[config.mk]
export PLATFORM = sky130hd
export DESIGN_NAME = sdram_timer
export DESIGN_NICKNAME = d
export VERILOG_FILES = /design/src/source/sdram_pkg.sv /design/src/source/sdram_timer.sv
export SDC_FILE = /design/constraint.sdc
export NUM_CORES = 1
export LEC_CHECK = 0
export BUFFER_PORTS_ARGS = -buffer_cell sky130_fd_sc_hd__buf_2
export CAP_MARGIN = 20
export CORE_MARGIN = 2
export CORE_UTILIZATION = 40
export CTS_CLUSTER_DIAMETER = 60
export DETAILED_ROUTE_END_ITERATION = 6
export RECOVER_POWER = 100
export SLEW_MARGIN = 10
export SYNTH_ARGS = -nofsm -noshare
export SYNTH_HDL_FRONTEND = slang
export SYNTH_SLANG_ARGS = --single-unit
export TNS_END_PERCENT = 30
[constraint.sdc]
create_clock -name i_clock -period 1.4 [get_ports i_clock]
set_input_delay 0.07 -clock i_clock [delete_from_list [all_inputs] [get_ports i_clock]]
set_output_delay 0.07 -clock i_clock [all_outputs]
set_load 0.01 [all_outputs]
[src/source/sdram_pkg.sv]
/* Shared constants and types for the SDRAM port: geometry, command spacing and
   command encoding. Import into any block that needs them. */
package sdram_pkg;

	localparam int BANK_BITS = 2;
	localparam int ROW_BITS = 13;
	localparam int COL_BITS = 8;     // word column, one half bit is appended on the pins
	localparam int ADDR_BITS = 13;

	localparam int CAS_LATENCY = 2;
	localparam int BURST_LENGTH = 2;

	localparam int T_RP = 2;
	localparam int T_RCD = 2;
	localparam int T_RFC = 7;
	localparam int T_MRD = 2;

	localparam int INIT_CYCLES = 100;      // shortened power-up wait
	localparam int REFRESH_INTERVAL = 390;
	localparam int CAPTURE_STAGES = 2;

	localparam int WAIT_BITS = $clog2(INIT_CYCLES + 1);
	localparam int REFRESH_BITS = $clog2(REFRESH_INTERVAL + 1);

	// reserved, write burst mode 0, standard op, cas latency, sequential, burst length
	localparam logic [ADDR_BITS-1:0] MODE_VALUE =
		{6'b000000, 3'(CAS_LATENCY), 1'b0, 3'($clog2(BURST_LENGTH))};
	localparam logic [ADDR_BITS-1:0] PRECHARGE_ALL = ADDR_BITS'(1 << 10); // a10 selects all banks

	typedef logic [31:0] word_t;
	typedef logic [15:0] half_t;

	// {cs_n, ras_n, cas_n, we_n}
	typedef enum logic [3:0] {
		CMD_LOAD_MODE = 4'b0000,
		CMD_REFRESH   = 4'b0001,
		CMD_PRECHARGE = 4'b0010,
		CMD_ACTIVE    = 4'b0011,
		CMD_WRITE     = 4'b0100,
		CMD_READ      = 4'b0101,
		CMD_NOP       = 4'b0111
	} command_t;

endpackage

[src/source/sdram_timer.sv]
/* Command spacing down-counter and refresh interval counter, both driven
   by pulses from the command FSM. */
`timescale 1ns/10ps

module sdram_timer import sdram_pkg::*; (
	input logic i_clock,
	input logic i_reset,
	input logic i_wait_load,
	input logic [WAIT_BITS-1:0] i_wait_cycles,
	input logic i_refresh_issued,
	output logic o_wait_done,
	output logic o_refresh_due
);

	logic [WAIT_BITS-1:0] wait_count;
	logic [REFRESH_BITS-1:0] refresh_count;

	always_ff @(posedge i_clock) begin
		if (i_reset) begin
			wait_count <= '0;
			refresh_count <= '0;
		end else begin
			if (i_wait_load)
				wait_count <= i_wait_cycles;
			else if (wait_count != '0)
				wait_count <= wait_count - 1'b1;

			if (i_refresh_issued)
				refresh_count <= '0;
			else if (!o_refresh_due)
				refresh_count <= refresh_count + 1'b1; // saturates at the interval
		end
	end

	// a load in flight hides the stale zero of the previous count
	assign o_wait_done = (wait_count == '0) && !i_wait_load;
	assign o_refresh_due = (refresh_count == REFRESH_BITS'(REFRESH_INTERVAL));

endmodule

==> run_summary.xml <==
<?xml version="1.0" encoding="UTF-8"?>
<metrics>
  <group name="outcome">
    <metric name="status" unit="">complete, but fails checks</metric>
    <metric name="failed_checks" unit="">setup timing</metric>
  </group>
  <group name="sta">
    <metric name="setup_tns" unit="ns">-0.2481</metric>
    <metric name="timing.final.ws_setup" unit="ns">-0.1085</metric>
    <metric name="report.final.setup_viol" unit="">7</metric>
    <metric name="final_max_slew_viol_count" unit="">0</metric>
    <metric name="timing.max_slew.rel_slack" unit="%">60.86</metric>
    <metric name="worst_pin_slew" unit="ns">0.5872</metric>
    <metric name="hold_ws" unit="ns">0.01506</metric>
    <metric name="maxClockFrequency" unit="MHz">662.9</metric>
    <metric name="grt_setup_unrepaired" unit="">yes</metric>
    <metric name="final.period_utilization" unit="%">107.7</metric>
    <metric name="setup_clock_skew_after_layout" unit="ns">0.0004279</metric>
    <metric name="finalHoldViolations" unit="">0</metric>
    <metric name="fin_crit" unit="ns">1.508</metric>
  </group>
  <group name="floorplan">
    <metric name="width_of_the_chip" unit="um">51.82</metric>
    <metric name="floorplan.io_pins" unit="">13</metric>
    <metric name="row_count" unit="">17</metric>
    <metric name="die-area" unit="um2">2685</metric>
    <metric name="die_height" unit="um">51.82</metric>
    <metric name="floorplan.initialDensity" unit="%">41.75</metric>
    <metric name="core_area" unit="um2">2191</metric>
  </group>
  <group name="yosys">
    <metric name="post_synth_num_cell_types" unit="">37</metric>
    <metric name="mean_syn_cell_area" unit="um2">8.240</metric>
    <metric name="library_cell_occupying_the_most_area_in_the_post_synthesis_netlist" unit="">sky130_fd_sc_hd__dfxtp_1</metric>
    <metric name="synth.ff_latch_count" unit="">16</metric>
    <metric name="post_synth_edffs" unit="">0</metric>
    <metric name="post_synth_instance_area" unit="um2">914.6</metric>
    <metric name="post_synth_main_area_contributors" unit="">sky130_fd_sc_hd__dfxtp_1 (35%), sky130_fd_sc_hd__ha_1 (5.5%), sky130_fd_sc_hd__a21oi_1 (4.4%), sky130_fd_sc_hd__nor3_1 (3.8%), sky130_fd_sc_hd__nand2_1 (3.7%)</metric>
    <metric name="postSynth.asyncResetShare" unit="%">0</metric>
    <metric name="synth_seq_area_share" unit="%">35.02</metric>
    <metric name="synth_top_area_share" unit="%">35.02</metric>
    <metric name="yosys_warnings" unit="">0</metric>
    <metric name="ys.flop_type" unit="">sky130_fd_sc_hd__dfxtp_1</metric>
    <metric name="ys_top_cells_by_count" unit="">sky130_fd_sc_hd__dfxtp_1 (16), sky130_fd_sc_hd__nand2_1 (9), sky130_fd_sc_hd__a21oi_1 (8)</metric>
    <metric name="synth_most_common_cell" unit="">sky130_fd_sc_hd__dfxtp_1</metric>
    <metric name="mappedNetlistNets" unit="">126</metric>
    <metric name="syn_inst_count" unit="">111</metric>
  </group>
  <group name="cts">
    <metric name="clock-sinks" unit="">16</metric>
    <metric name="cts_max_level" unit="">1</metric>
    <metric name="cts.reportedPaths.clkPinSlew" unit="ns">0.10</metric>
    <metric name="total_clock_buffers_created_by_cts" unit="">3</metric>
    <metric name="clock_insertion_delay_worst_skew" unit="ns">0.29</metric>
    <metric name="root_buffer" unit="">sky130_fd_sc_hd__clkbuf_4</metric>
    <metric name="tritoncts" unit="">done</metric>
    <metric name="cts_buffer_depth" unit="">2</metric>
    <metric name="postCtsHoldBufs" unit="">0</metric>
  </group>
  <group name="pwr">
    <metric name="internal-power" unit="uW">821.7</metric>
    <metric name="vdd_ir_max" unit="V">0.0005262</metric>
    <metric name="p_switching" unit="uW">355.6</metric>
    <metric name="leakage" unit="nW">0.4551</metric>
    <metric name="gate_power_share" unit="%">29.2</metric>
    <metric name="clockPowerShare" unit="%">27.1</metric>
    <metric name="power_density" unit="nW/um2">976.0</metric>
    <metric name="pwr-share-seq" unit="%">43.7</metric>
    <metric name="switching_share" unit="%">30.20</metric>
  </group>
  <group name="placement">
    <metric name="dpl_cell_area" unit="um2">1021</metric>
    <metric name="total_of_buffers_placed_on_input_and_output_ports" unit="">12</metric>
    <metric name="routabilityCongestion" unit="">0.8246</metric>
    <metric name="dp_slack" unit="ns">0.01146</metric>
    <metric name="dp_hpwl" unit="um">1426</metric>
  </group>
  <group name="global_routing">
    <metric name="groute.usage.overall" unit="%">18.26</metric>
    <metric name="largest_net_degree_at_the_start_of_global_routing" unit="">17</metric>
    <metric name="antenna_found_initial" unit="">0</metric>
    <metric name="wire_length_of_the_first_global_routing_pass" unit="um">3615</metric>
    <metric name="first_global_vias" unit="">788</metric>
    <metric name="globalRouteOverflowTotal" unit="">0</metric>
  </group>
  <group name="min_path">
    <metric name="min-delay-start" unit="">i_wait_cycles[2]</metric>
    <metric name="worstHoldPathType" unit="">primary input to register</metric>
    <metric name="holdPathStages" unit="">3</metric>
    <metric name="hold_ep" unit="">wait_count[2]$_SDFFE_PP0N_</metric>
  </group>
  <group name="setup_path">
    <metric name="timing.setup.critical_path_class" unit="">register to output port</metric>
    <metric name="cp.required" unit="ns">1.33</metric>
    <metric name="critPathMaxFanout" unit="">2</metric>
    <metric name="crit-reg2reg-capture" unit="">wait_count[2]$_SDFFE_PP0N_</metric>
    <metric name="r2r-start" unit="">wait_count[0]$_SDFFE_PP0N_</metric>
    <metric name="startpoint_type" unit="">register</metric>
    <metric name="reg2reg_setup_slack" unit="ns">-0.08</metric>
    <metric name="worst-r2r-cell-count" unit="">7</metric>
    <metric name="element_type_at_the_critical_path_end" unit="">output port</metric>
    <metric name="worst_ep_arrival_time" unit="ns">1.44</metric>
  </group>
  <group name="drt">
    <metric name="drt-initial-drc-count" unit="">28</metric>
    <metric name="drt_pre_antenna_iters" unit="">4</metric>
    <metric name="route.detailed.wl_per_inst" unit="um">13.79</metric>
    <metric name="drt.antenna.violating_nets" unit="">0</metric>
    <metric name="post_drt_via_cell_ratio" unit="">5.650</metric>
    <metric name="postRouteWirelength" unit="um">2248</metric>
    <metric name="drc" unit="">0</metric>
    <metric name="num_vias" unit="">921</metric>
  </group>
  <group name="finish">
    <metric name="synthToLayoutAreaGrowth" unit="%">31.87</metric>
    <metric name="total_area_of_multi_input_combinational_cells" unit="um2">609.3</metric>
    <metric name="num_antenna_cells" unit="">0</metric>
    <metric name="fillCellCount" unit="">214</metric>
    <metric name="nNetsFinal" unit="">151</metric>
    <metric name="fin_area" unit="um2">1206</metric>
    <metric name="area.sequential" unit="um2">340.3</metric>
    <metric name="drive_gt1_share" unit="%">40.00</metric>
  </group>
  <group name="flow_run">
    <metric name="cap_violations" unit="">0</metric>
  </group>
</metrics>
layout make-up:
cell class                      count  area share, %
Clock buffer                        4          3.008
Multi-Input combinational cell     83          50.52
Inverter                            7          2.178
Tap cell                           28          2.905
Sequential cell                    16          28.22
Timing Repair Buffer               25          13.17
worst max path at each step:
stage                                        startpoint                       endpoint  cells past startpoint
final                        wait_count[3]$_SDFFE_PP0N_                    o_wait_done                      3
after global routing         wait_count[3]$_SDFFE_PP0N_                    o_wait_done                      3
after detailed placement  refresh_count[1]$_SDFFE_PP0N_  refresh_count[1]$_SDFFE_PP0N_                      4
after global placement    refresh_count[0]$_SDFFE_PP0N_  refresh_count[0]$_SDFFE_PP0N_                      5
after CTS                    wait_count[3]$_SDFFE_PP0N_                    o_wait_done                      3
after floorplan           refresh_count[0]$_SDFFE_PP0N_  refresh_count[0]$_SDFFE_PP0N_                      5
per-layer routing:
metal	vias to the layer above	wire (um)	part of all wire [%]	global-route usage, %
met1	444	1119	50	25.98
met2	15	1039	46	26.37
li1	460	-	-	-
met5	-	0	0	0
met4	0	17	0.76	7.895
met3	2	71	3.2	3.736
power groups by stage:
stage          sequential, mW  combinational, mW  clock (mW)
4_1_cts                 0.511              0.306       0.327
5_1_grt                 0.518              0.376       0.347
6_report                0.515              0.343       0.319
3_5_place_dp            0.529              0.246           0
2_1_floorplan           0.521              0.173           0
3_3_place_gp            0.526              0.246           0
stage by stage:
step	total power, mW	util (%)	cells
after floorplan	0.6946	-	111
after global routing	1.240	55.05	163
after global placement	0.7711	46.60	151
final	1.177	55.05	163
after CTS	1.144	51.91	160
after detailed placement	0.7746	46.60	151
placed cells by master, fill, tap and decap left out, drive strengths merged, types with 3 or more instances in the layout:
cell,Yosys,final
nor3b,3,3
nor2,6,6
dfxtp,16,16
a21oi,8,8
clkbuf,4,5
inv,7,7
nor3,7,7
buf,1,24
nand2,9,9
o21ai,9,9
nand3,6,6
ha,4,4
or3,4,4
critical path, stage by stage (launching register included):
cell,delay [ns]
sky130_fd_sc_hd__dfxtp_4,0.35
sky130_fd_sc_hd__or4_4,0.54
sky130_fd_sc_hd__nor3_2,0.11
sky130_fd_sc_hd__buf_2,0.15
logic make-up (layout without fill, tap and decap cells):
kind of cell               after synthesis  after routing  share of synthesized area [%]
DFF                                     16             16                          35.02
AOI/OAI and AO/OA                       29             29                          20.38
buffers and inverters                   12             36                          5.746
adders and majority gates                4              4                          5.472
xor gates and xnor gates                 3              3                          2.873
and+or+nand+nor                         47             47                          30.51
registers in the layout, indices dropped and copies added (netlist names):
| signal | count |
|---|---|
| refresh_count | 9 |
| wait_count | 7 |
repair_timing:
action | CTS | global route
cloned | 0 | 0
endpoints found under the setup margin | 2 | 14
pin swaps | 3 | 6
endpoints found under the hold margin | 0 | 0
gates resized for setup | 13 | 16
buffers inserted | 5 | 3
Power figures use the tool's default switching activity.
