==> config.mk <==
export PLATFORM = sky130hd
export DESIGN_NAME = sdram_command_fsm
export DESIGN_NICKNAME = d
export VERILOG_FILES = /design/src/source/sdram_pkg.sv /design/src/source/sdram_command_fsm.sv
export SDC_FILE = /design/constraint.sdc
export NUM_CORES = 1
export LEC_CHECK = 0
export BUFFER_PORTS_ARGS = -buffer_cell sky130_fd_sc_hd__buf_4
export CORE_ASPECT_RATIO = 0.6
export CORE_MARGIN = 5
export CORE_UTILIZATION = 51
export DETAILED_ROUTE_END_ITERATION = 10
export PLACE_DENSITY = 0.85
export SLEW_MARGIN = 20
export SYNTH_ARGS = -nofsm -noshare
export SYNTH_HDL_FRONTEND = slang
export SYNTH_SLANG_ARGS = --single-unit
==> constraint.sdc <==
create_clock -name i_clock -period 3.8 [get_ports i_clock]
set_clock_uncertainty 0.2 [all_clocks]
set_input_delay 0.57 -clock i_clock [delete_from_list [all_inputs] [get_ports i_clock]]
set_output_delay 0.57 -clock i_clock [all_outputs]
set_load 0.03 [all_outputs]
==> src/source/sdram_pkg.sv <==
/* Shared constants and types for the SDRAM port: geometry, command spacing and
   command encoding. Import into any block that needs them. */
package sdram_pkg;

	localparam int BANK_BITS = 2;
	localparam int ROW_BITS = 13;
	localparam int COL_BITS = 8;     // word column, one half bit is appended on the pins
	localparam int ADDR_BITS = 13;

	localparam int CAS_LATENCY = 2;
	localparam int BURST_LENGTH = 2;

	localparam int T_RP = 2;
	localparam int T_RCD = 2;
	localparam int T_RFC = 7;
	localparam int T_MRD = 2;

	localparam int INIT_CYCLES = 100;      // shortened power-up wait
	localparam int REFRESH_INTERVAL = 390;
	localparam int CAPTURE_STAGES = 2;

	localparam int WAIT_BITS = $clog2(INIT_CYCLES + 1);
	localparam int REFRESH_BITS = $clog2(REFRESH_INTERVAL + 1);

	// reserved, write burst mode 0, standard op, cas latency, sequential, burst length
	localparam logic [ADDR_BITS-1:0] MODE_VALUE =
		{6'b000000, 3'(CAS_LATENCY), 1'b0, 3'($clog2(BURST_LENGTH))};
	localparam logic [ADDR_BITS-1:0] PRECHARGE_ALL = ADDR_BITS'(1 << 10); // a10 selects all banks

	typedef logic [31:0] word_t;
	typedef logic [15:0] half_t;

	// {cs_n, ras_n, cas_n, we_n}
	typedef enum logic [3:0] {
		CMD_LOAD_MODE = 4'b0000,
		CMD_REFRESH   = 4'b0001,
		CMD_PRECHARGE = 4'b0010,
		CMD_ACTIVE    = 4'b0011,
		CMD_WRITE     = 4'b0100,
		CMD_READ      = 4'b0101,
		CMD_NOP       = 4'b0111
	} command_t;

endpackage

==> src/source/sdram_command_fsm.sv <==
/* Command sequencer: power-up, auto-refresh and one closed-row access per request.
   Owns the ready level seen by the client. */
`timescale 1ns/10ps

module sdram_command_fsm import sdram_pkg::*; (
	input logic i_clock,
	input logic i_reset,
	input logic i_request,
	input logic i_rw,
	input word_t i_address,
	input logic i_wait_done,
	input logic i_refresh_due,
	output logic o_wait_load,
	output logic [WAIT_BITS-1:0] o_wait_cycles,
	output logic o_refresh_issued,
	output command_t o_command,
	output logic o_cke,
	output logic [BANK_BITS-1:0] o_ba,
	output logic [ADDR_BITS-1:0] o_addr,
	output logic o_drive_bus,
	output logic o_drive_upper,
	output logic o_capture_lower,
	output logic o_capture_upper,
	output logic o_ready
);

	typedef enum logic [3:0] {
		ST_POWER_UP, ST_INIT_PRECHARGE, ST_INIT_REFRESH, ST_LOAD_MODE, ST_IDLE,
		ST_READ, ST_READ_PRECHARGE, ST_CAPTURE_LOWER, ST_CAPTURE_UPPER,
		ST_WRITE, ST_WRITE_UPPER, ST_WRITE_PRECHARGE, ST_DONE
	} state_t;

	state_t state;
	logic second_refresh;               // set once the first init refresh is out
	logic [BANK_BITS-1:0] bank;
	logic [ROW_BITS-1:0] row;
	logic [COL_BITS-1:0] column;

	// the timer load and the decision each take one cycle of the spacing
	function automatic logic [WAIT_BITS-1:0] spacing(input int cycles);
		return WAIT_BITS'(cycles - 2);
	endfunction

	assign {bank, row, column} = i_address[24:2];
	assign o_cke = 1'b1; // no power-down

	always_ff @(posedge i_clock) begin
		if (i_reset) begin
			state <= ST_POWER_UP;
			second_refresh <= 1'b0;
			o_command <= CMD_NOP;
			o_wait_load <= 1'b0;
			o_wait_cycles <= '0;
			o_refresh_issued <= 1'b0;
			o_ba <= '0;
			o_addr <= '0;
			o_drive_bus <= 1'b0;
			o_drive_upper <= 1'b0;
			o_capture_lower <= 1'b0;
			o_capture_upper <= 1'b0;
			o_ready <= 1'b0;
		end else begin
			o_command <= CMD_NOP;
			o_wait_load <= 1'b0;
			o_refresh_issued <= 1'b0;
			o_capture_lower <= 1'b0;
			o_capture_upper <= 1'b0;

			// every state acts only once the previous spacing has run out
			if (i_wait_done) begin
				case (state)
				ST_POWER_UP: begin
					o_wait_load <= 1'b1;
					o_wait_cycles <= spacing(INIT_CYCLES);
					state <= ST_INIT_PRECHARGE;
				end
				ST_INIT_PRECHARGE: begin
					o_command <= CMD_PRECHARGE;
					o_addr <= PRECHARGE_ALL;
					o_wait_load <= 1'b1;
					o_wait_cycles <= spacing(T_RP);
					state <= ST_INIT_REFRESH;
				end
				ST_INIT_REFRESH: begin
					o_command <= CMD_REFRESH;
					o_refresh_issued <= 1'b1;
					o_wait_load <= 1'b1;
					o_wait_cycles <= spacing(T_RFC);
					second_refresh <= 1'b1;
					if (second_refresh)
						state <= ST_LOAD_MODE;
				end
				ST_LOAD_MODE: begin
					o_command <= CMD_LOAD_MODE;
					o_ba <= '0;
					o_addr <= MODE_VALUE;
					o_wait_load <= 1'b1;
					o_wait_cycles <= spacing(T_MRD);
					state <= ST_IDLE;
				end
				ST_IDLE: begin
					if (!i_request)
						o_ready <= 1'b0;   // client has seen the completion
					if (i_refresh_due) begin
						o_command <= CMD_REFRESH;
						o_refresh_issued <= 1'b1;
						o_wait_load <= 1'b1;
						o_wait_cycles <= spacing(T_RFC);
					end else if (i_request && !o_ready) begin
						o_command <= CMD_ACTIVE;
						o_ba <= bank;
						o_addr <= row;
						o_wait_load <= 1'b1;
						o_wait_cycles <= spacing(T_RCD);
						state <= i_rw ? ST_WRITE : ST_READ;
					end
				end
				ST_READ: begin
					o_command <= CMD_READ;
					o_addr <= ADDR_BITS'({column, 1'b0}); // a10 low, no auto precharge
					o_wait_load <= 1'b1;
					o_wait_cycles <= spacing(BURST_LENGTH);
					state <= ST_READ_PRECHARGE;
				end
				ST_READ_PRECHARGE: begin
					o_command <= CMD_PRECHARGE; // burst still completes on the bus
					o_addr <= PRECHARGE_ALL;
					o_wait_load <= 1'b1;
					o_wait_cycles <= spacing(CAS_LATENCY + CAPTURE_STAGES - BURST_LENGTH);
					state <= ST_CAPTURE_LOWER;
				end
				ST_CAPTURE_LOWER: begin
					o_capture_lower <= 1'b1;
					state <= ST_CAPTURE_UPPER;
				end
				ST_CAPTURE_UPPER: begin
					o_capture_upper <= 1'b1;
					state <= ST_DONE;
				end
				ST_WRITE: begin
					o_command <= CMD_WRITE;
					o_addr <= ADDR_BITS'({column, 1'b0});
					o_drive_bus <= 1'b1;
					o_drive_upper <= 1'b0;
					state <= ST_WRITE_UPPER;
				end
				ST_WRITE_UPPER: begin
					o_drive_upper <= 1'b1;     // second beat of the burst
					state <= ST_WRITE_PRECHARGE;
				end
				ST_WRITE_PRECHARGE: begin
					o_command <= CMD_PRECHARGE;
					o_addr <= PRECHARGE_ALL;
					o_drive_bus <= 1'b0;
					o_drive_upper <= 1'b0;
					o_wait_load <= 1'b1;
					o_wait_cycles <= spacing(T_RP);
					state <= ST_DONE;
				end
				ST_DONE: begin
					o_ready <= 1'b1;
					state <= ST_IDLE;
				end
				default: begin
					state <= ST_IDLE;
				end
				endcase
			end
		end
	end

endmodule

==> key figures, run 1 <==
Timing
  • Setup TNS: 0 ps
  • Actual slew at the worst max-slew pin: between 800 and 900 ps
  • Final max-slew violation count: 0
  • Slew HR: 0.456
  • Fmax: a little over 0.4 GHz
  • Endpoints failing setup: 0
  • Final setup margin: about 1300 ps
  • Crit path time final: around 2500 ps
  • Final count of hold timing violations: 0
  • RSZ-0062 raised after global routing: no
  • Period utilization: 0.654

Routing
  • Detailed Routing Iterations Pass 1: 5
  • Initial DRC count: between 200 and 250
  • Wire length on met1: 2050 um
  • Wire length on met3: 520 um
  • Via count: 1718
  • WL/cell: between 15 and 20 um
  • DRC violations left: 0
  • Top layer in use: met4
  • Via density: 5.90
  • Final antenna-violating net count: 0
  • Metal2 WL: ~1900 um
  • Final wirelength: 4530 um

Setup path
  • Crit-path cells: nand2b_1, o22ai_1, a21oi_1, a311oi_1
  • Arrival @ worst endpoint: roughly 2500 ps
  • Reg2Reg Depth: 4
  • Crit Path Class: reg -> reg
  • Crit Reg-Reg Startpoint: state[2]
  • Worst Path Max Fanout: 27
  • Startpoint class of the critical path: register
  • R2r endpoint: o_addr[10]
  • CP max stage cell: dfxtp_1
  • Internal reg-to-reg setup slack: roughly 1300 ps
  • Worst Path Required: ~3800 ps
  • Critical Path Max Stage Delay: roughly 850 ps
  • CP Capture Type: register

Power and ir drop
  • Seq pwr share: 0.434
  • Logic gate share of total power: 0.251
  • Switching Fraction: 0.324
  • VDD IR-drop max: about 0.00024 V
  • Clock power frac: 0.315
  • Pleak: 0.871 nW
  • Overall Power: about 0.86 mW
  • Cell internal pwr: a little under 0.6 mW
  • Psw: between 0.2 and 0.3 mW
  • Power Dens Cells: between 400 and 500 nW/um2

Die
  • IO Count: 72
  • Die X: about 84 um
  • Initial Utilization: 0.523
  • Core footprint: around 3200 um2
  • Die area: approximately 4600 um2
  • Die height: approximately 54 um
  • Row cnt: 16

Synth
  • Asr flop ratio synth: 0
  • Cell accounting for the most synthesized area: dfxtp_1
  • Top cells by count, synth: dfxtp_1 (32), a21oi_1 (18), o21ai_0 (16)
  • Most common flop cell mapped by yosys: dfxtp_1
  • Synth top area share: 0.383
  • Mapped Area: 1670 um2
  • Synth area leaders: dfxtp_1 (38%), a21oi_1 (5.4%), o21ai_0 (4.8%)
  • Synthesis Warnings: 0
  • FF+latch count, synth: 32
  • Count leader, synth: dfxtp_1
  • Syn Area/Cell: about 8.5 um2
  • Synth cell types: 48
  • Post-synth EDFFs: 0
  • Part of the Yosys area used for sequential elements: 0.383
  • Mapped Cells: around 200

CTS
  • CTS tree: built
  • Clock slew at reported path FFs: about 60 ps
  • Inserted Clock Buffers: 5
  • Clock root buffer: clkbuf_8
  • Worst skew pair latency: between 200 and 300 ps
  • # clock sinks: 32
  • # hold bufs at CTS: 0
  • Clock buffer depth: 2
  • Post-CTS setup repair buffer count: 0
  • Post-CTS resize count: 0
  • H-tree depth: 2

Run status
  • Status: complete, no violations

Global routing
  • Total Routing Usage GR: 0.197
  • Vias in the first global route: 1458
  • Global-route wire length before repair: ~7000 um
  • Initial antenna violation count: 0
  • Grt total ovfl: 0
  • Largest net degree at the start of global routing: 28

Cells and area
  • Final net count: between 200 and 300
  • Layout cell share with drive strength beyond 1: 0.301
  • Area Growth Syn to Fin: 28.7%
  • Non-filler cells, final: slightly below 300
  • Antenna diodes: 0
  • Util after Layout: 0.673

Placed design
  • HPWL after DPL: 3260 um
  • IO Port Bufs: 58
  • DP Worst Slack: 1380 ps
  • Routability congestion estimate: between 0.9 and 1
  • Placed cell count: around 280

Job
  • Max_cap viols: 0

Hold path
  • Sink of the worst hold path: o_addr[1]
  • Hold Crit Class: reg -> reg
  • Hold depth: 1
  • Hold path startpoint: o_addr[1]
critical path, delay by kind of cell, from the launching register on:
kind               cells  cell delay (ps)
AOI/OAI and AO/OA      3             1100
and+or+nand+nor        1              240
DFF                    1              850
worst max path at each step:
stage	start	to	slack, ps
after global routing	state[2]	o_addr[0]	1180
after CTS	state[2]	o_addr[8]	1370
after global placement	state[2]	o_addr[8]	1430
after floorplan	i_wait_done	o_addr[11]	1950
after detailed placement	state[2]	o_addr[8]	1380
final	state[2]	o_addr[10]	1320
layout make-up:
| type | count | area, um2 |
|---|---|---|
| tap | 45 | 56.3 |
| clock buffer | 8 | 90.1 |
| multi-input combinational | 141 | 902 |
| sequential | 32 | 641 |
| inverter | 6 | 22.5 |
| timing repair buffer | 59 | 443 |
| fill | 302 | 1050 |
routing by layer:
| layer | GRT usage | vias to the layer above |
|---|---|---|
| li1 | - | 821 |
| met3 | 0.0842 | 7 |
| met4 | 0.0722 | 0 |
| met2 | 0.277 | 98 |
| met1 | 0.266 | 792 |
| met5 | 0 | - |
state kept, by name, summed over array words and instances, names as in the netlist:
name,cells
o_capture_upper,1
o_ba,2
o_capture_lower,1
o_refresh_issued,1
second_refresh,1
o_drive_upper,1
o_drive_bus,1
o_command,3
o_wait_load,1
state,4
o_wait_cycles,2
o_addr,13
o_ready,1
cell families (layout without fill, tap and decap cells):
logic type | after synthesis | after routing | share of synthesized area
AO/OA/AOI/OAI | 76 | 76 | 0.318
buffers and inverters | 26 | 73 | 0.0830
flip-flops | 32 | 32 | 0.383
multiplexers | 2 | 2 | 0.0127
other | 2 | 4 | 0.00449
AND/OR/NAND/NOR | 59 | 59 | 0.199
stage by stage:
step	hold slack [ps]	instance area, um2
4_1_cts	266	2150
3_3_place_gp	247	2060
3_5_place_dp	251	2060
6_report	260	2150
5_1_grt	289	2150
2_1_floorplan	251	1680
cells in the final DEF (no fill, tap or decap), drive strengths merged, types with 2 or more instances in the layout:
master   synthesis  final
a21oi           19     19
a21o             2      2
dfxtp           32     32
nand4b           2      2
o2bb2ai          7      7
o21ai           16     16
a311oi           5      5
nor2b            8      8
a31oi            3      3
o22ai            2      2
conb             2      4
a211oi           2      2
nand4            5      5
nor2            13     13
nand3            2      2
nand2b           5      5
inv              6      6
a22oi            8      8
nand2           11     11
buf             14     59
o21a             2      2
clkbuf           6      8
nor3             4      4
and3             3      3
power groups by stage:
stage / sequential (mW) / combinational [mW] / clock (mW)
global placement: 0.381 / 0.211 / 0
finish: 0.375 / 0.217 / 0.272
global route: 0.378 / 0.235 / 0.288
CTS: 0.375 / 0.215 / 0.272
floorplan: 0.389 / 0.144 / 0
detailed placement: 0.382 / 0.214 / 0
(Power assumes the default switching activity.)
==> inputs of run 2 (changes only) <==
--- a/config.mk
+++ b/config.mk
@@ -8,9 +8,9 @@
 export BUFFER_PORTS_ARGS = -buffer_cell sky130_fd_sc_hd__buf_4
 export CORE_ASPECT_RATIO = 0.6
 export CORE_MARGIN = 5
-export CORE_UTILIZATION = 51
+export CORE_UTILIZATION = 47
 export DETAILED_ROUTE_END_ITERATION = 10
-export PLACE_DENSITY = 0.85
+export PLACE_DENSITY = 0.79
 export SLEW_MARGIN = 20
 export SYNTH_ARGS = -nofsm -noshare
 export SYNTH_HDL_FRONTEND = slang
==> constraint.sdc (replaced) <==
create_clock -name i_clock -period 2.5 [get_ports i_clock]
set_clock_uncertainty 0.2 [all_clocks]
set_input_delay 0.375 -clock i_clock [delete_from_list [all_inputs] [get_ports i_clock]]
set_output_delay 0.375 -clock i_clock [all_outputs]
set_load 0.03 [all_outputs]
==> run 2 against run 1 <==
Fmax grew 13%; count of clock-buffer cells in the layout is 2 lower; first-iteration DRC count shrank 18%; sequential power rose by 51%; utilization fell by 0.72 points; routed wire length up 3.7%; hold slack worse by 100 ps; flip-flop and latch count is the same; design area grew 3.3%; via count shrank 0.47%; register-to-register slack worse by 1000 ps; highest routed layer unchanged.
==> key figures, run 2 (same netlist as run 1, synthesis figures left out) <==
Run status
  • Status: complete, no violations

Global routing
  • Grt met2 use: 0.249
  • Grt total ovfl: 0
  • Initial antenna violation count: 0
  • Vias in the first global route: roughly 1500
  • Total Routing Usage GR: 0.200
  • Busiest layer in global routing: met1
  • GR Util met1: 0.301
  • Global-route wire length before repair: 7570 um
  • GR Util met3: 0.0651
  • Largest net degree at the start of global routing: 27

Timing
  • Period utilization: 0.881
  • RSZ-0062 raised after global routing: no
  • Crit path time final: 2200 ps
  • Final setup margin: ~300 ps
  • Final count of hold timing violations: 0
  • Slew HR: 0.582
  • Fmax: roughly 0.45 GHz
  • Setup TNS: 0 ps
  • Actual slew at the worst max-slew pin: roughly 630 ps
  • Final max-slew violation count: 0
  • Endpoints failing setup: 0

Setup path
  • Arrival @ worst endpoint: ~2200 ps
  • Crit-path cells: nor2b_1, a221o_1, a311oi_2, mux2_2
  • Critical Path Max Stage Delay: a little over 700 ps
  • Crit Path Class: reg -> reg
  • Startpoint class of the critical path: register
  • Worst Path Max Fanout: 20
  • CP Capture Type: register
  • Bufs and invs on worst path: 0
  • Crit path max-delay family: flip-flops
  • Worst Path Required: 2480 ps
  • CP max stage cell: dfxtp_1

Cells and area
  • Commonest cells after routing, fill and taps aside: buf_4 (68), dfxtp_1 (32), a21oi_1 (18)
  • Non-filler cells, final: 300
  • Util after Layout: 0.665
  • Max reg flops: 13
  • Antenna diodes: 0
  • Layout cell share with drive strength beyond 1: 0.333
  • Filler cells: 310
  • Area Growth Syn to Fin: 32.9%
  • Largest register by flop count: o_addr
  • Final net count: 292
  • Top flop regs: o_addr x13, state x4, o_command x3
  • Commonest non-fill, non-tap cell in the layout: buf_4

CTS
  • Inserted Clock Buffers: 5
  • # clock sinks: 32
  • Clock buffer depth: 2
  • Worst skew pair latency: 290 ps
  • CTS tree: built
  • Clock slew at reported path FFs: roughly 60 ps
  • Post-CTS setup repair buffer count: 0
  • # hold bufs at CTS: 0
  • Post-CTS resize count: 0
  • Clock root buffer: clkbuf_8
  • H-tree depth: 2

Routing
  • DRC violations left: 0
  • Detailed Routing Iterations Pass 1: 5
  • Final wirelength: about 4700 um
  • Final antenna-violating net count: 0
  • Via count: between 1500 and 2000
  • Via density: approximately 5.7
  • Initial DRC count: 180
  • WL/cell: between 15 and 20 um

Power and ir drop
  • Switching Fraction: 0.323
  • Power Dens Cells: 599 nW/um2
  • Cell internal pwr: approximately 0.90 mW
  • Pleak: 0.924 nW
  • VDD IR-drop max: 0.000414 V
  • Clock power frac: 0.306
  • Seq pwr share: 0.425
  • Logic gate share of total power: 0.269
  • Psw: 0.430 mW

Die
  • Die X: ~87 um
  • Die height: 56.2 um
  • Die area: a little under 5000 um2
  • Core footprint: 3340 um2
  • Initial Utilization: 0.501
  • IO Count: 72
  • Row cnt: 16

Placed design
  • IO Port Bufs: 58
  • Placed cell count: 292
  • Routability congestion estimate: roughly 0.84
  • HPWL after DPL: roughly 3500 um
  • DP Worst Slack: about 350 ps

Job
  • Max_cap viols: 0

Hold path
  • Hold Crit Class: in -> reg
==> run 2: cell types whose count changed in the layout (fill, tap and decap cells not counted) <==
cell | before | now
buf_4 | 59 | 68
clkinv_2 | 0 | 2
clkbuf_1 | 2 | 0
==> run 2: path summary, 6_finish.rpt <==
path | to | startpoint | slack (ps) | cells after the start
max | o_wait_cycles[5] | state[1] | 300 | 4
max reg2reg | o_wait_cycles[5] | state[1] | 300 | 4
min | o_addr[12] | i_address[22] | 160 | 3
min reg2reg | o_addr[1] | o_addr[1] | 270 | 1
==> run 2: worst register-to-register path, delay by kind of cell, from the launching register on <==
kind,cells,cell delay (ps)
AOI/OAI and AO/OA,2,640
DFF,1,720
muxes,1,370
and+or+nand+nor,1,170
==> run 2: metrics by stage <==
| step | hold WS [ps] | power [mW] | instance area (um2) |
|---|---|---|---|
| 2_1_floorplan | 251 | 0.809 | 1680 |
| 6_report | 156 | 1.33 | 2220 |
| 4_1_cts | 152 | 1.34 | 2220 |
| 5_1_grt | 169 | 1.41 | 2220 |
| 3_5_place_dp | 254 | 0.930 | 2130 |
| 3_3_place_gp | 248 | 0.925 | 2130 |
==> run 2: metal layers <==
metal,vias up,routed length (um)
met1,775,2180
met2,85,1940
met5,-,0
met3,6,507
li1,844,-
met4,0,80
==> run 2: layout make-up <==
class                           instances  area (um2)  area share
Clock buffer                            6        82.6      0.0371
Multi-Input combinational cell        141         902       0.406
Sequential cell                        32         641       0.288
Clock inverter                          2        10.0     0.00450
Timing Repair Buffer                   68         510       0.229
Tap cell                               45        56.3      0.0253
Inverter                                6        22.5      0.0101
==> run 2: power by group through the flow <==
stage / Combinational (mW) / Clock, mW / Sequential [mW]
2_1_floorplan: 0.218 / 0 / 0.591
3_3_place_gp: 0.351 / 0 / 0.574
3_5_place_dp: 0.354 / 0 / 0.576
4_1_cts: 0.355 / 0.419 / 0.564
5_1_grt: 0.387 / 0.450 / 0.570
6_report: 0.359 / 0.407 / 0.566
==> inputs of run 3 (changes only) <==
--- a/config.mk
+++ b/config.mk
@@ -10,7 +10,9 @@
 export CORE_MARGIN = 5
 export CORE_UTILIZATION = 47
 export DETAILED_ROUTE_END_ITERATION = 10
+export GPL_TIMING_DRIVEN = 0
 export PLACE_DENSITY = 0.79
+export SETUP_SLACK_MARGIN = 0.5
 export SLEW_MARGIN = 20
 export SYNTH_ARGS = -nofsm -noshare
 export SYNTH_HDL_FRONTEND = slang
==> run 3 against run 2 <==
Flip-flop and latch count is the same; design area increased by 3.4%; sequential power shrank 3%; clock power fell by 2%.
==> key figures, run 3 (same netlist as run 1, synthesis figures left out) <==
Run status
  • Status: complete, no violations

Cells and area
  • Layout cell share with drive strength beyond 1: 0.360
  • Area Growth Syn to Fin: 37.4%
  • Largest register by flop count: o_addr
  • Top flop regs: o_addr x13, state x4, o_command x3
  • Final net count: about 300
  • Commonest non-fill, non-tap cell in the layout: buf_4
  • Commonest cells after routing, fill and taps aside: buf_4 (64), dfxtp_1 (32), o21ai_0 (16), a21oi_1 (16), nor2_1 (13)
  • Max reg flops: 13
  • Design Area, Final: around 2300 um2
  • Antenna diodes: 0

Timing
  • Endpoints failing setup: 0
  • Fmax: between 0.5 and 0.6 GHz
  • RSZ-0062 raised after global routing: no
  • Period utilization: 0.774
  • Crit path time final: between 1500 and 2000 ps
  • Final max-slew violation count: 0
  • Final count of hold timing violations: 0
  • Slew HR: 0.634
  • Actual slew at the worst max-slew pin: roughly 550 ps
  • Setup TNS: 0 ps

Routing
  • WL/cell: approximately 16 um
  • Initial DRC count: approximately 150
  • Via density: about 5.5
  • DRC violations left: 0
  • Final wirelength: 4880 um
  • Final antenna-violating net count: 0
  • Detailed Routing Iterations Pass 1: 4
  • Via count: ~1700

Die
  • IO Count: 72
  • Die area: slightly below 5000 um2
  • Core footprint: roughly 3300 um2
  • Die X: approximately 87 um
  • Initial Utilization: 0.501
  • Die height: between 50 and 60 um
  • Row cnt: 16

CTS
  • Clock slew at reported path FFs: approximately 60 ps
  • Inserted Clock Buffers: 5
  • H-tree depth: 2
  • # clock sinks: 32
  • Worst skew pair latency: 280 ps
  • # hold bufs at CTS: 0
  • Clock buffer depth: 2
  • Clock root buffer: clkbuf_8
  • CTS tree: built

Power and ir drop
  • Power Dens Cells: roughly 580 nW/um2
  • Pleak: 0.952 nW
  • VDD IR-drop max: 0.000372 V

Hold path
  • Sink of the worst hold path: o_ba[0]
  • Hold depth: 3
  • Hold Crit Class: in -> reg
  • Hold path startpoint: i_address[23]

Setup path
  • Reg2Reg Depth: 5
  • Worst Path Required: between 2000 and 2500 ps
  • Startpoint class of the critical path: register
  • Crit Path Class: reg -> reg
  • Internal reg-to-reg setup slack: roughly 570 ps
  • Worst Path Max Fanout: 10
  • R2r endpoint: o_wait_cycles[5]
  • CP Capture Type: register
  • Crit Reg-Reg Startpoint: state[3]
  • Arrival @ worst endpoint: between 1500 and 2000 ps

Global routing
  • Global-route wire length before repair: roughly 7800 um
  • Grt total ovfl: 0
  • Initial antenna violation count: 0
  • Largest net degree at the start of global routing: 11
  • Total Routing Usage GR: 0.201
  • Vias in the first global route: about 1600

Placed design
  • Routability congestion estimate: ~0.94
  • IO Port Bufs: 57
  • HPWL after DPL: about 3700 um
  • Placed Area: 2170 um2

Job
  • Max_cap viols: 0
-- run 3: repair_timing --
action / in CTS / in global routing
setup buffers: 0 / 0
endpoints found under the setup margin: 4 / 23
gates resized for setup: 3 / 13
pin swaps: 0 / 2
-- run 3: cell type report --
cell class / instances / area [um2]
Sequential cell: 32 / 641
Multi-Input combinational cell: 141 / 936
Tap cell: 45 / 56.3
Buffer: 20 / 128
Fill cell: 284 / 1040
Inverter: 6 / 22.5
Timing Repair Buffer: 57 / 428
Clock buffer: 8 / 90.1
-- run 3: worst max-delay path by stage --
stage | from | to | slack [ps] | cells after the start
after floorplan | state[3] | o_wait_cycles[5] | 690 | 5
after global placement | state[2] | o_addr[5] | 430 | 6
after detailed placement | state[2] | o_addr[5] | 430 | 6
after CTS | state[0] | o_wait_cycles[5] | 510 | 4
after global routing | state[3] | o_wait_cycles[5] | 500 | 5
final | state[3] | o_wait_cycles[5] | 570 | 5
-- run 3: report_power, final --
part	switching, mW	internal [mW]
Sequential	0.0169	0.534
Clock	0.175	0.224
Combinational	0.237	0.157
-- run 3: critical path: stages, from the launching register on --
cell,delay [ps]
dfxtp_1,320
buf_2,190
nor2b_1,190
a221o_1,320
a311oi_2,250
mux2_2,360
-- run 3: per-stage QoR --
step / instances / power (mW) / hold slack, ps / setup WS (ps) / util
floorplan: 199 / 0.809 / 251 / 687 / -
global placement: 301 / 0.932 / 248 / 433 / 0.648
detailed placement: 301 / 0.935 / 249 / 433 / 0.648
CTS: 309 / 1.33 / 164 / 509 / 0.678
global route: 309 / 1.41 / 169 / 504 / 0.688
finish: 309 / 1.34 / 164 / 566 / 0.688
-- run 3: metal layers --
metal / vias to the layer above / share of wire / GRT usage
li1: 865 / - / -
met2: 65 / 0.41 / 0.262
met3: 4 / 0.087 / 0.0754
met4: 0 / 0.0070 / 0.0444
met1: 778 / 0.49 / 0.304
met5: - / 0 / 0
